--- src/source/avr_bus_pkg.sv ---
// AVR host bus widths, host address map and control register offsets
`default_nettype none

package avr_bus_pkg;

  // Host side of the multiplexed bus
  localparam int mpu_addr_width = 16;
  localparam int mpu_data_width = 8;
  localparam int ah_width       = 8;

  // Internal bus and video RAM
  localparam int word_width      = 16;
  localparam int vram_addr_width = 13;

  // Byte addresses with this bit set land in VRAM
  // Bits 13..1 then give the word index
  localparam int vram_map_bit = 15;

  // Register word offsets below 'h8000
  // Anything else in that range reads zero and drops writes
  localparam int reg_ctrl_word  = 0;
  localparam int reg_frame_word = 1;

endpackage

`default_nettype wire

--- src/source/vga_timing.sv ---
// VGA pixel divider and horizontal/vertical counters with syncs and coordinates
`timescale 1ns/1ns
`default_nettype none

module vga_timing import avr_bus_pkg::*; #(
  parameter int h_active = 8,
  parameter int h_front  = 2,
  parameter int h_sync   = 2,
  parameter int h_back   = 2,
  parameter int v_active = 4,
  parameter int v_front  = 1,
  parameter int v_sync   = 1,
  parameter int v_back   = 1
) (
  input  logic                       clk,
  input  logic                       rst,
  output logic                       pix_en,
  output logic                       hsync,
  output logic                       vsync,
  output logic                       active,
  output logic [vram_addr_width-1:0] x,
  output logic [vram_addr_width-1:0] y,
  output logic                       frame_start
);

  localparam int cw = vram_addr_width;
  // Line and frame order: active, front porch, sync, back porch
  localparam logic [cw-1:0] h_act_end  = cw'(h_active);
  localparam logic [cw-1:0] h_sync_beg = cw'(h_active + h_front);
  localparam logic [cw-1:0] h_sync_end = cw'(h_active + h_front + h_sync);
  localparam logic [cw-1:0] h_last_cnt = cw'(h_active + h_front + h_sync + h_back - 1);
  localparam logic [cw-1:0] v_act_end  = cw'(v_active);
  localparam logic [cw-1:0] v_sync_beg = cw'(v_active + v_front);
  localparam logic [cw-1:0] v_sync_end = cw'(v_active + v_front + v_sync);
  localparam logic [cw-1:0] v_last_cnt = cw'(v_active + v_front + v_sync + v_back - 1);

  logic          div;
  logic [cw-1:0] h_cnt;
  logic [cw-1:0] v_cnt;
  logic          h_last;
  logic          v_last;

  assign h_last = (h_cnt == h_last_cnt);
  assign v_last = (v_cnt == v_last_cnt);

  always_ff @(posedge clk) begin
    if (rst) begin
      div         <= 1'b0;
      h_cnt       <= '0;
      v_cnt       <= '0;
      frame_start <= 1'b0;
    end else begin
      div         <= ~div;
      // High in the first cycle back at 0,0
      frame_start <= div && h_last && v_last;
      if (div) begin
        if (h_last) begin
          h_cnt <= '0;
          v_cnt <= v_last ? '0 : v_cnt + 1'b1;
        end else begin
          h_cnt <= h_cnt + 1'b1;
        end
      end
    end
  end

  assign pix_en = div;
  // Both syncs active low
  assign hsync  = !(h_cnt >= h_sync_beg && h_cnt < h_sync_end);
  assign vsync  = !(v_cnt >= v_sync_beg && v_cnt < v_sync_end);
  assign active = (h_cnt < h_act_end) && (v_cnt < v_act_end);
  assign x      = h_cnt;
  assign y      = v_cnt;

endmodule

`default_nettype wire

--- config.mk ---
export PLATFORM = sky130hd
export DESIGN_NAME = vga_timing
export DESIGN_NICKNAME = d
export VERILOG_FILES = /design/src/source/avr_bus_pkg.sv /design/src/source/vga_timing.sv
export SDC_FILE = /design/constraint.sdc
export NUM_CORES = 1
export LEC_CHECK = 0
export BUFFER_PORTS_ARGS = -buffer_cell sky130_fd_sc_hd__buf_2
export CAP_MARGIN = 40
export CELL_PAD_IN_SITES_DETAIL_PLACEMENT = 1
export CELL_PAD_IN_SITES_GLOBAL_PLACEMENT = 1
export CORE_MARGIN = 2
export CORE_UTILIZATION = 40
export CTS_CLUSTER_SIZE = 14
export DETAILED_ROUTE_END_ITERATION = 8
export PLACE_DENSITY = 0.8
export SYNTH_ARGS = -nofsm -noshare
export SYNTH_HDL_FRONTEND = slang
export SYNTH_SLANG_ARGS = --single-unit
--- constraint.sdc ---
create_clock -name clk -period 2.4 [get_ports clk]
set_clock_uncertainty 0.05 [all_clocks]
set_input_delay 0.12 -clock clk [delete_from_list [all_inputs] [get_ports clk]]
set_output_delay 0.12 -clock clk [all_outputs]
set_load 0.02 [all_outputs]
Yosys cells after proc, flatten, opt, wreduce, memory -nomap -nowiden
Cells that the tools add are included.
W data, S select, Z words.
{"block": "op_classes", "addsub": 2, "magnitude_cmp": 6, "n_eq_ne": 2, "muxes": 2, "bitwise": 1, "n_reduce_logical": 8}
{"operator": "$add A13 B1 Y13 const B", "n": 2}
{"operator": "$lt A13 B3 Y1 const B", "n": 2}
{"operator": "$lt A13 B4 Y1 const B", "n": 2}
{"operator": "$mux W13", "n": 2}
{"operator": "$eq A13 B3 Y1 const B", "n": 1}
{"operator": "$eq A13 B4 Y1 const B", "n": 1}
{"operator": "$ge A13 B3 Y1 const B", "n": 1}
{"operator": "$ge A13 B4 Y1 const B", "n": 1}
{"operator": "$logic_and A1 B1 Y1", "n": 5}
{"operator": "$logic_not A1 Y1", "n": 2}
{"operator": "$reduce_and A2 Y1", "n": 1}
{"operator": "$not A1 Y1", "n": 1}
{"block": "word_totals", "ff_bits": 28, "input_bits": 2, "output_inout_bits": 31}

Longest topological paths before layout
Gate-level depths: netlist (run 1).
{"block": "depth", "word_depth": 3, "mapped_depth": 7}

Least setup slack after synthesis (run 1)
No wires, ideal clock.
{"block": "synth_path", "path_type": "reg-to-reg", "startpoint": "reg v_cnt[0], in the netlist y[0]", "endpoint": "reg v_cnt[12], in the netlist y[12]", "arrival_time_ps": 1765, "required_ps": 2258, "slack_ps": 492, "stages_incl_launch_ff": 6, "path_buffers": 0, "synth_period_minus_slack_ps": 1908, "cell_sequence": "dfxtp_1 ha_1 nand3_1 or4b_1 or3_1 o32ai_1"}
{"block": "synth_between", "elab_chain_cells": 2, "elab_cells_between_ends": 3}
{"item": "start: declaration", "line": "vga_timing.sv:39", "source": "logic [cw-1:0] v_cnt;"}
{"item": "start signal: assignment", "line": "vga_timing.sv:59", "source": "v_cnt <= v_last ? '0 : v_cnt + 1'b1;"}
{"item": "$add A13 B1 Y13 / $eq A13 B3 Y1 (equally long branches)", "line": "vga_timing.sv:59, vga_timing.sv:44"}
{"item": "$mux W13 *", "line": "vga_timing.sv:59"}
Mark *: on every way between the ends. The rest lies on a longest branch, timed or not.
A chain may end at the register's enable or synchronous reset.

Final worst setup path (run 1)
{"block": "layout_path", "startpoint": "reg v_cnt[3], in the netlist y[3]", "endpoint": "out vsync"}
{"block": "layout_between", "elab_chain_cells": 3, "elab_cells_between_ends": 4}
{"item": "$ge A13 B3 Y1 / $lt A13 B3 Y1 (equally long branches)", "line": "vga_timing.sv:70", "source": "assign vsync = !(v_cnt >= v_sync_beg && v_cnt < v_sync_end);"}
{"item": "$logic_and A1 B1 Y1 *", "line": "vga_timing.sv:70"}
{"item": "$logic_not A1 Y1 *", "line": "vga_timing.sv:70"}
{"item": "end: declaration", "line": "vga_timing.sv:19", "source": "output logic vsync,"}
Marks and branches as above.

==> results of run 1 <==
[logic make-up after synthesis]
logic type | count (synthesis) | share of synthesized area
buffers and inverters | 24 | 0.0731
xor gates and xnor gates | 12 | 0.0667
adders and majority gates | 6 | 0.0477
and+or+nand+nor | 84 | 0.336
AOI/OAI and AO/OA | 27 | 0.121
DFF | 28 | 0.356
[worst max path at each step]
| stage | start | endpoint | slack (ns) |
|---|---|---|---|
| final | y[3]$_SDFFE_PP0P_ | vsync | 0.25 |
| after global placement | y[1]$_SDFFE_PP0P_ | y[12]$_SDFFE_PP0P_ | 0.51 |
| after CTS | y[3]$_SDFFE_PP0P_ | vsync | 0.23 |
| after floorplan | y[0]$_SDFFE_PP0P_ | y[12]$_SDFFE_PP0P_ | 0.49 |
| after detailed placement | x[0]$_SDFFE_PP0P_ | x[0]$_SDFFE_PP0P_ | 0.40 |
| after global routing | y[3]$_SDFFE_PP0P_ | vsync | 0.13 |
[per-layer routing]
layer	vias up	track usage
li1	701	-
met1	681	0.248
met2	25	0.345
met3	8	0.0304
met4	0	0.0740
met5	-	0
[layout make-up]
type | count | area (um2) | area share
multi-input cells | 129 | 900 | 0.505
repair buffers | 32 | 160 | 0.0899
well taps | 48 | 60.1 | 0.0337
clock buffers | 3 | 41.3 | 0.0232
inverters | 16 | 60.1 | 0.0337
flip-flops and latches | 28 | 561 | 0.315
[registers in the layout, summed over array words and instances (netlist names)]
signal,flops
y,13
x,13
pix_en,1
frame_start,1
[per-stage QoR]
step           hold slack [ns]  cell area, um2  power (mW)  instances  worst slack, ns
6_report                 0.201            1780       0.772        256            0.247
3_5_place_dp             0.476            1740       0.525        253            0.397
3_3_place_gp             0.439            1740       0.522        253            0.507
5_1_grt                  0.235            1780       0.805        256            0.128
2_1_floorplan            0.264            1580       0.515        181            0.492
4_1_cts                  0.195            1780       0.778        256            0.232
[synth_stat cells, types with 2 or more instances]
master    instances
buf_2             3
nand4_2           2
or2_1             2
or4_1             3
nand4_1           4
xnor2_1           7
o32ai_1           9
nand3_1          11
or4b_1            2
nor2_1           17
ha_1              6
and4_1            3
and3_1            3
dfxtp_1          28
inv_1            16
xor2_1            5
clkbuf_1          3
nand2b_1          3
a21oi_1          14
or3_1             8
nor3_1            4
nand2_1           7
nor4_1            5
[cells in the final DEF, fill, tap and decap left out, types with 6 or more instances in the layout]
master / synthesis / routed
o32ai_1: 9 / 9
buf_2: 3 / 32
dfxtp_1: 28 / 28
inv_1: 16 / 16
nand2_1: 7 / 7
nor2_1: 17 / 17
xnor2_1: 7 / 7
nand3_1: 11 / 11
or3_1: 8 / 8
ha_1: 6 / 6
a21oi_1: 14 / 14
[where the power goes]
| part | leakage (nW) | internal, mW | switching [mW] |
|---|---|---|---|
| combinational | 0.410 | 0.0131 | 0.0239 |
| sequential | 0.226 | 0.469 | 0.00796 |
| clock | 0.0216 | 0.113 | 0.145 |
| total | 0.657 | 0.594 | 0.177 |
==> impl_summary.log, run 1 <==
[metrics] detailed-placement wirelength estimate: between 2000 and 3000 um
[metrics] Post-synth ARST share: 0
[metrics] Syn Std Cell Area: approximately 0.0016 mm2
[metrics] Final Wtd Congestion: between 0.7 and 0.8
[metrics] die extent in x: around 67 um
[metrics] Worst Hold Depth: 2
[metrics] total count of hold-check failures in the final report: 0
[metrics] drt wl/cell: between 15 and 20 um
[metrics] vias in the first global route: 1482
[metrics] area enclosed by the die boundary: between 0.004 and 0.005 mm2
[metrics] TritonCTS clock tree: built
[metrics] crit path launch type: flop
[metrics] slack of the worst reg-to-reg path: 0.37 ns
[metrics] fraction of final layout cells sized beyond drive strength 1: 0.216
[metrics] number of antenna violations at the first check in global routing: 0
[metrics] critical path buffer and inverter count: 1
[metrics] Mapped Nets: 189
[metrics] number of rows created at floorplan: 22
[metrics] Worst Tran Pin Value: slightly below 0.5 ns
[metrics] # hold bufs at CTS: 0
[metrics] worst-case clock buffer depth: 2
[metrics] number of buffers created by CTS: 3
[metrics] hold-critical path endpoint: pix_en$_SDFF_PP0_
[metrics] maximum clock frequency: 0.464 GHz
[metrics] critical path class: flop to primary output
[metrics] R2R depth: 5
[metrics] Finished Core Util: 0.479
[metrics] metal2 WL: 1910 um
[metrics] category of the worst setup path capture point: primary output
[metrics] Net count, final: 218
[metrics] worst path arrival time: 1.98 ns
[metrics] slew margin rel.: 0.679
[metrics] clock insertion delay at the later pin of the skew report: 0.27 ns
[metrics] number of flip-flops and latches in the synthesized netlist: 28
[metrics] DR vias: 1415
[metrics] sinks on the clock net: 28
[metrics] main flop type after synthesis: dfxtp_1
[metrics] number of warning messages in the yosys log: 0
[metrics] highest routed metal layer: met4
[metrics] pins over their slew limit: 0
[metrics] number of nets still failing antenna checks after routing: 0
[metrics] peak per-stage delay on the critical path: roughly 0.5 ns
[metrics] Fin Setup TNS: 0 ns
[metrics] overall routed net length: 3940 um
[metrics] Gates resized, CTS repair: 0
[metrics] Inserted Diodes: 0
[metrics] cell breakdown of the critical path: nor4_1 > nand3_1 > or4_1 > buf_2
[metrics] capture instance of the worst register-to-register path: y[12]$_SDFFE_PP0P_
[metrics] Port-buffer cells: 32
[metrics] met1 routed wirelength after detailed routing: roughly 1900 um
[metrics] delay-heaviest family, CP: simple AND/OR/NAND/NOR gates
[metrics] global-route wire length before repair: 6890 um
[metrics] IR drop worst, VDD: 0.000158 V
[metrics] largest net degree at the start of global routing: 28
[metrics] portion of the clock cycle consumed by the worst path in the final layout: 0.897
[metrics] post-CTS repair timing setup buffer count: 0
[metrics] number of distinct library cells after synthesis: 39
[metrics] Max stage delay cell, worst path: or4_1
[metrics] vias per cell: 5.53
[metrics] Congestion Overflow GR: 0
[metrics] total core area: around 0.0037 mm2
[metrics] r2r startpoint: y[1]$_SDFFE_PP0P_
[metrics] initial standard-cell utilization of the core: 0.424
[metrics] sequential fraction of the synthesis area: 0.356
[metrics] number of DRC markers after the initial detailed-route iteration: 76
[metrics] LEAKAGE: 0.657 nW
[metrics] unrepaired setup endpoints after global routing: false
[metrics] outcome: finished clean
[metrics] Worst Path Required: 2.23 ns
[metrics] mean instance size in the synthesized netlist: 8.70 um2
[metrics] portion of synthesized cell area occupied by the leading cell type: 0.356
[metrics] H-tree levels: 1
[metrics] post-synthesis cell type with the largest combined area: dfxtp_1
[metrics] Synth Instances: 181
[metrics] Power Dens Cells: between 400 and 500 mW/mm2
[metrics] clock-pin slew on the worst setup and hold paths: 0.09 ns
[metrics] worst min-delay path category: input port to flop
[metrics] top cells by area in the synthesized netlist: dfxtp_1, o32ai_1, ha_1
[metrics] P&R area growth vs syn: 13.1%
[metrics] num ports: 33
[metrics] layout filler cell count: 477
[metrics] final critical path time including I/O delays and setup: 2.15 ns
[metrics] buffer type at the clock tree root: clkbuf_8
[metrics] Max-cap violations: 0
[metrics] DRC violation count after routing: 0
[metrics] count of flip-flops with a built-in enable after synthesis: 0
[metrics] Worst Min Path Start: rst
[metrics] endpoints failing setup: 0
[metrics] Vert. Die Dim: between 60 and 70 um
[metrics] sum of met3 wire segment lengths after detailed routing: between 90 and 100 um
[metrics] First-pass DRT Iterations: 4
[metrics] path length in cells of the critical path: 4
[metrics] top fanout value on the critical path: 7
[metrics] total routing resource utilization after global routing: 0.199
No activity file was read; power rests on OpenSTA's default activity.
==> run 2: changes to the inputs <==
--- a/config.mk
+++ b/config.mk
@@ -7,13 +7,11 @@
 export LEC_CHECK = 0
 export BUFFER_PORTS_ARGS = -buffer_cell sky130_fd_sc_hd__buf_2
 export CAP_MARGIN = 40
-export CELL_PAD_IN_SITES_DETAIL_PLACEMENT = 1
-export CELL_PAD_IN_SITES_GLOBAL_PLACEMENT = 1
 export CORE_MARGIN = 2
-export CORE_UTILIZATION = 40
+export CORE_UTILIZATION = 54
 export CTS_CLUSTER_SIZE = 14
 export DETAILED_ROUTE_END_ITERATION = 8
-export PLACE_DENSITY = 0.8
+export PLACE_DENSITY = 0.81
 export SYNTH_ARGS = -nofsm -noshare
 export SYNTH_HDL_FRONTEND = slang
 export SYNTH_SLANG_ARGS = --single-unit
==> run 2 against run 1 <==
  * Final area is 0.56% lower
  * Sequential share of layout area increased by 0.18 points
  * Global-route usage increased by 1.0 points
  * Non-clock buffer count is the same
  * Sequential power is essentially flat
  * Maximum frequency is 5.2% lower
  * Register-to-register slack about the same
  * Core utilization up 16 points
  * Flip-flop and latch count unchanged
  * Highest routed layer unchanged
==> impl_summary.log, run 2 (synthesis gave the netlist of run 1 again) <==
[metrics] outcome: finished clean
[metrics] buffer type at the clock tree root: clkbuf_4
[metrics] most used cells in the layout excluding fill and tap cells: buf_2, dfxtp_1, nor2_1
[metrics] metal2 WL: approximately 1500 um
[metrics] relative contribution of combinational cells to total power: 0.044
[metrics] Final Wtd Congestion: between 0.8 and 0.9
[metrics] highest routed metal layer: met4
[metrics] Net count, final: 218
[metrics] vias in the first global route: between 1000 and 1500
[metrics] number of antenna violations at the first check in global routing: 0
[metrics] total count of hold-check failures in the final report: 0
[metrics] num ports: 33
[metrics] pre-CTS setup slack: approximately 0.44 ns
[metrics] portion of the clock cycle consumed by the worst path in the final layout: 0.947
[metrics] worst-case clock buffer depth: 2
[metrics] sinks on the clock net: 28
[metrics] Congestion Overflow GR: 0
[metrics] final critical path time including I/O delays and setup: 2.27 ns
[metrics] unrepaired setup endpoints after global routing: false
[metrics] critical path class: flop to primary output
[metrics] TritonCTS clock tree: built
[metrics] overall power of the completed layout: about 0.83 mW
[metrics] slew margin rel.: 0.655
[metrics] clock-pin slew on the worst setup and hold paths: approximately 0.15 ns
[metrics] internal power: about 0.65 mW
[metrics] Port-buffer cells: 32
[metrics] clock insertion delay at the later pin of the skew report: around 0.33 ns
[metrics] largest net degree at the start of global routing: 28
[metrics] detailed-placement wirelength estimate: 2370 um
[metrics] number of nets still failing antenna checks after routing: 0
[metrics] most common library cell in the layout ignoring fill and taps: buf_2
[metrics] pins over their slew limit: 0
[metrics] post-CTS repair timing setup buffer count: 0
[metrics] Finished Core Util: 0.642
[metrics] Seq pwr share: 0.576
[metrics] top fanout value on the critical path: 6
[metrics] r2r startpoint: y[8]$_SDFFE_PP0P_
[metrics] Worst Tran Pin Value: around 0.51 ns
[metrics] fraction of final layout cells sized beyond drive strength 1: 0.220
[metrics] crit path launch type: flop
[metrics] setup ws final: ~0.13 ns
[metrics] R2R depth: 4
[metrics] Worst Path Required: 2.23 ns
[metrics] worst min-delay path category: input port to flop
[metrics] total routing resource utilization after global routing: 0.210
[metrics] overall routed net length: 3400 um
[metrics] Inserted Diodes: 0
[metrics] final hold slack: 0.126 ns
[metrics] First-pass DRT Iterations: 4
[metrics] number of DRC markers after the initial detailed-route iteration: 42
[metrics] Fin Setup TNS: 0 ns
[metrics] Power Dens Cells: between 400 and 500 mW/mm2
[metrics] sum of met3 wire segment lengths after detailed routing: 163 um
[metrics] number of rows created at floorplan: 19
[metrics] slack of the worst reg-to-reg path: around 0.36 ns
[metrics] Gates resized, CTS repair: 0
[metrics] category of the worst setup path capture point: primary output
[metrics] DRC violation count after routing: 0
[metrics] P&R area growth vs syn: 12.5%
[metrics] launching instance or port of the critical path: y[8]$_SDFFE_PP0P_
[metrics] Vert. Die Dim: slightly below 60 um
[metrics] Max-cap violations: 0
[metrics] met1 routed wirelength after detailed routing: roughly 1600 um
[metrics] global-route wire length before repair: 5610 um
[metrics] number of buffers created by CTS: 3
[metrics] # hold bufs at CTS: 0
[metrics] capture instance of the worst register-to-register path: y[6]$_SDFFE_PP0P_
[metrics] worst path arrival time: approximately 2.1 ns
[metrics] initial standard-cell utilization of the core: 0.571
[metrics] area enclosed by the die boundary: 0.00337 mm2
[metrics] H-tree levels: 1
[metrics] LEAKAGE: 0.664 nW
[metrics] IR drop worst, VDD: 0.000460 V
[metrics] total core area: 0.00276 mm2
[metrics] CP endpoint: vsync
[metrics] DR vias: 1425
[metrics] endpoints failing setup: 0
[metrics] maximum clock frequency: 0.440 GHz
[metrics] switching power total: 0.177 mW
[metrics] drt wl/cell: 14.2 um
[metrics] die extent in x: 58.0 um
[metrics] share of power burned in the clock network: 0.380
[metrics] Switching Fraction: 0.213
[metrics] vias per cell: between 5 and 6
[run 2: stage by stage]
stage | area (um2) | instances
2_1_floorplan | 1580 | 181
3_3_place_gp | 1720 | 236
3_5_place_dp | 1720 | 236
4_1_cts | 1770 | 240
5_1_grt | 1770 | 240
6_report | 1770 | 240
[run 2: final cells by class]
type,instances,area (um2)
fill,238,986
multi-input combinational,129,900
sequential,28,561
timing repair buffer,32,160
inverter,16,60.1
tap,31,38.8
clock inverter,1,30.0
clock buffer,3,22.5
[run 2: worst min path at each step]
stage	from	end	slack, ns	depth (start not counted)
floorplan	rst	y[8]$_SDFFE_PP0P_	0.26	2
global placement	y[12]$_SDFFE_PP0P_	y[12]$_SDFFE_PP0P_	0.45	2
detailed placement	y[12]$_SDFFE_PP0P_	y[12]$_SDFFE_PP0P_	0.46	2
CTS	rst	pix_en$_SDFF_PP0_	0.11	2
global route	rst	x[1]$_SDFFE_PP0P_	0.17	2
finish	rst	pix_en$_SDFF_PP0_	0.13	2
[run 2: per-layer routing]
| metal | vias to the layer above | track usage |
|---|---|---|
| met4 | 0 | 0.0731 |
| li1 | 710 | - |
| met5 | - | 0 |
| met1 | 665 | 0.307 |
| met2 | 44 | 0.320 |
| met3 | 6 | 0.0246 |
[run 2: power by group through the flow]
stage,Sequential (mW),Clock [mW],Combinational (mW)
CTS,0.477,0.319,0.0364
detailed placement,0.487,0,0.0363
finish,0.477,0.315,0.0362
global route,0.478,0.339,0.0406
floorplan,0.490,0,0.0253
global placement,0.486,0,0.0351
[run 2: critical path, stage by stage (launching register included)]
cell	delay (ns)
dfxtp_1	0.39
nor4_1	0.51
nand3_1	0.20
or4_1	0.50
buf_2	0.17
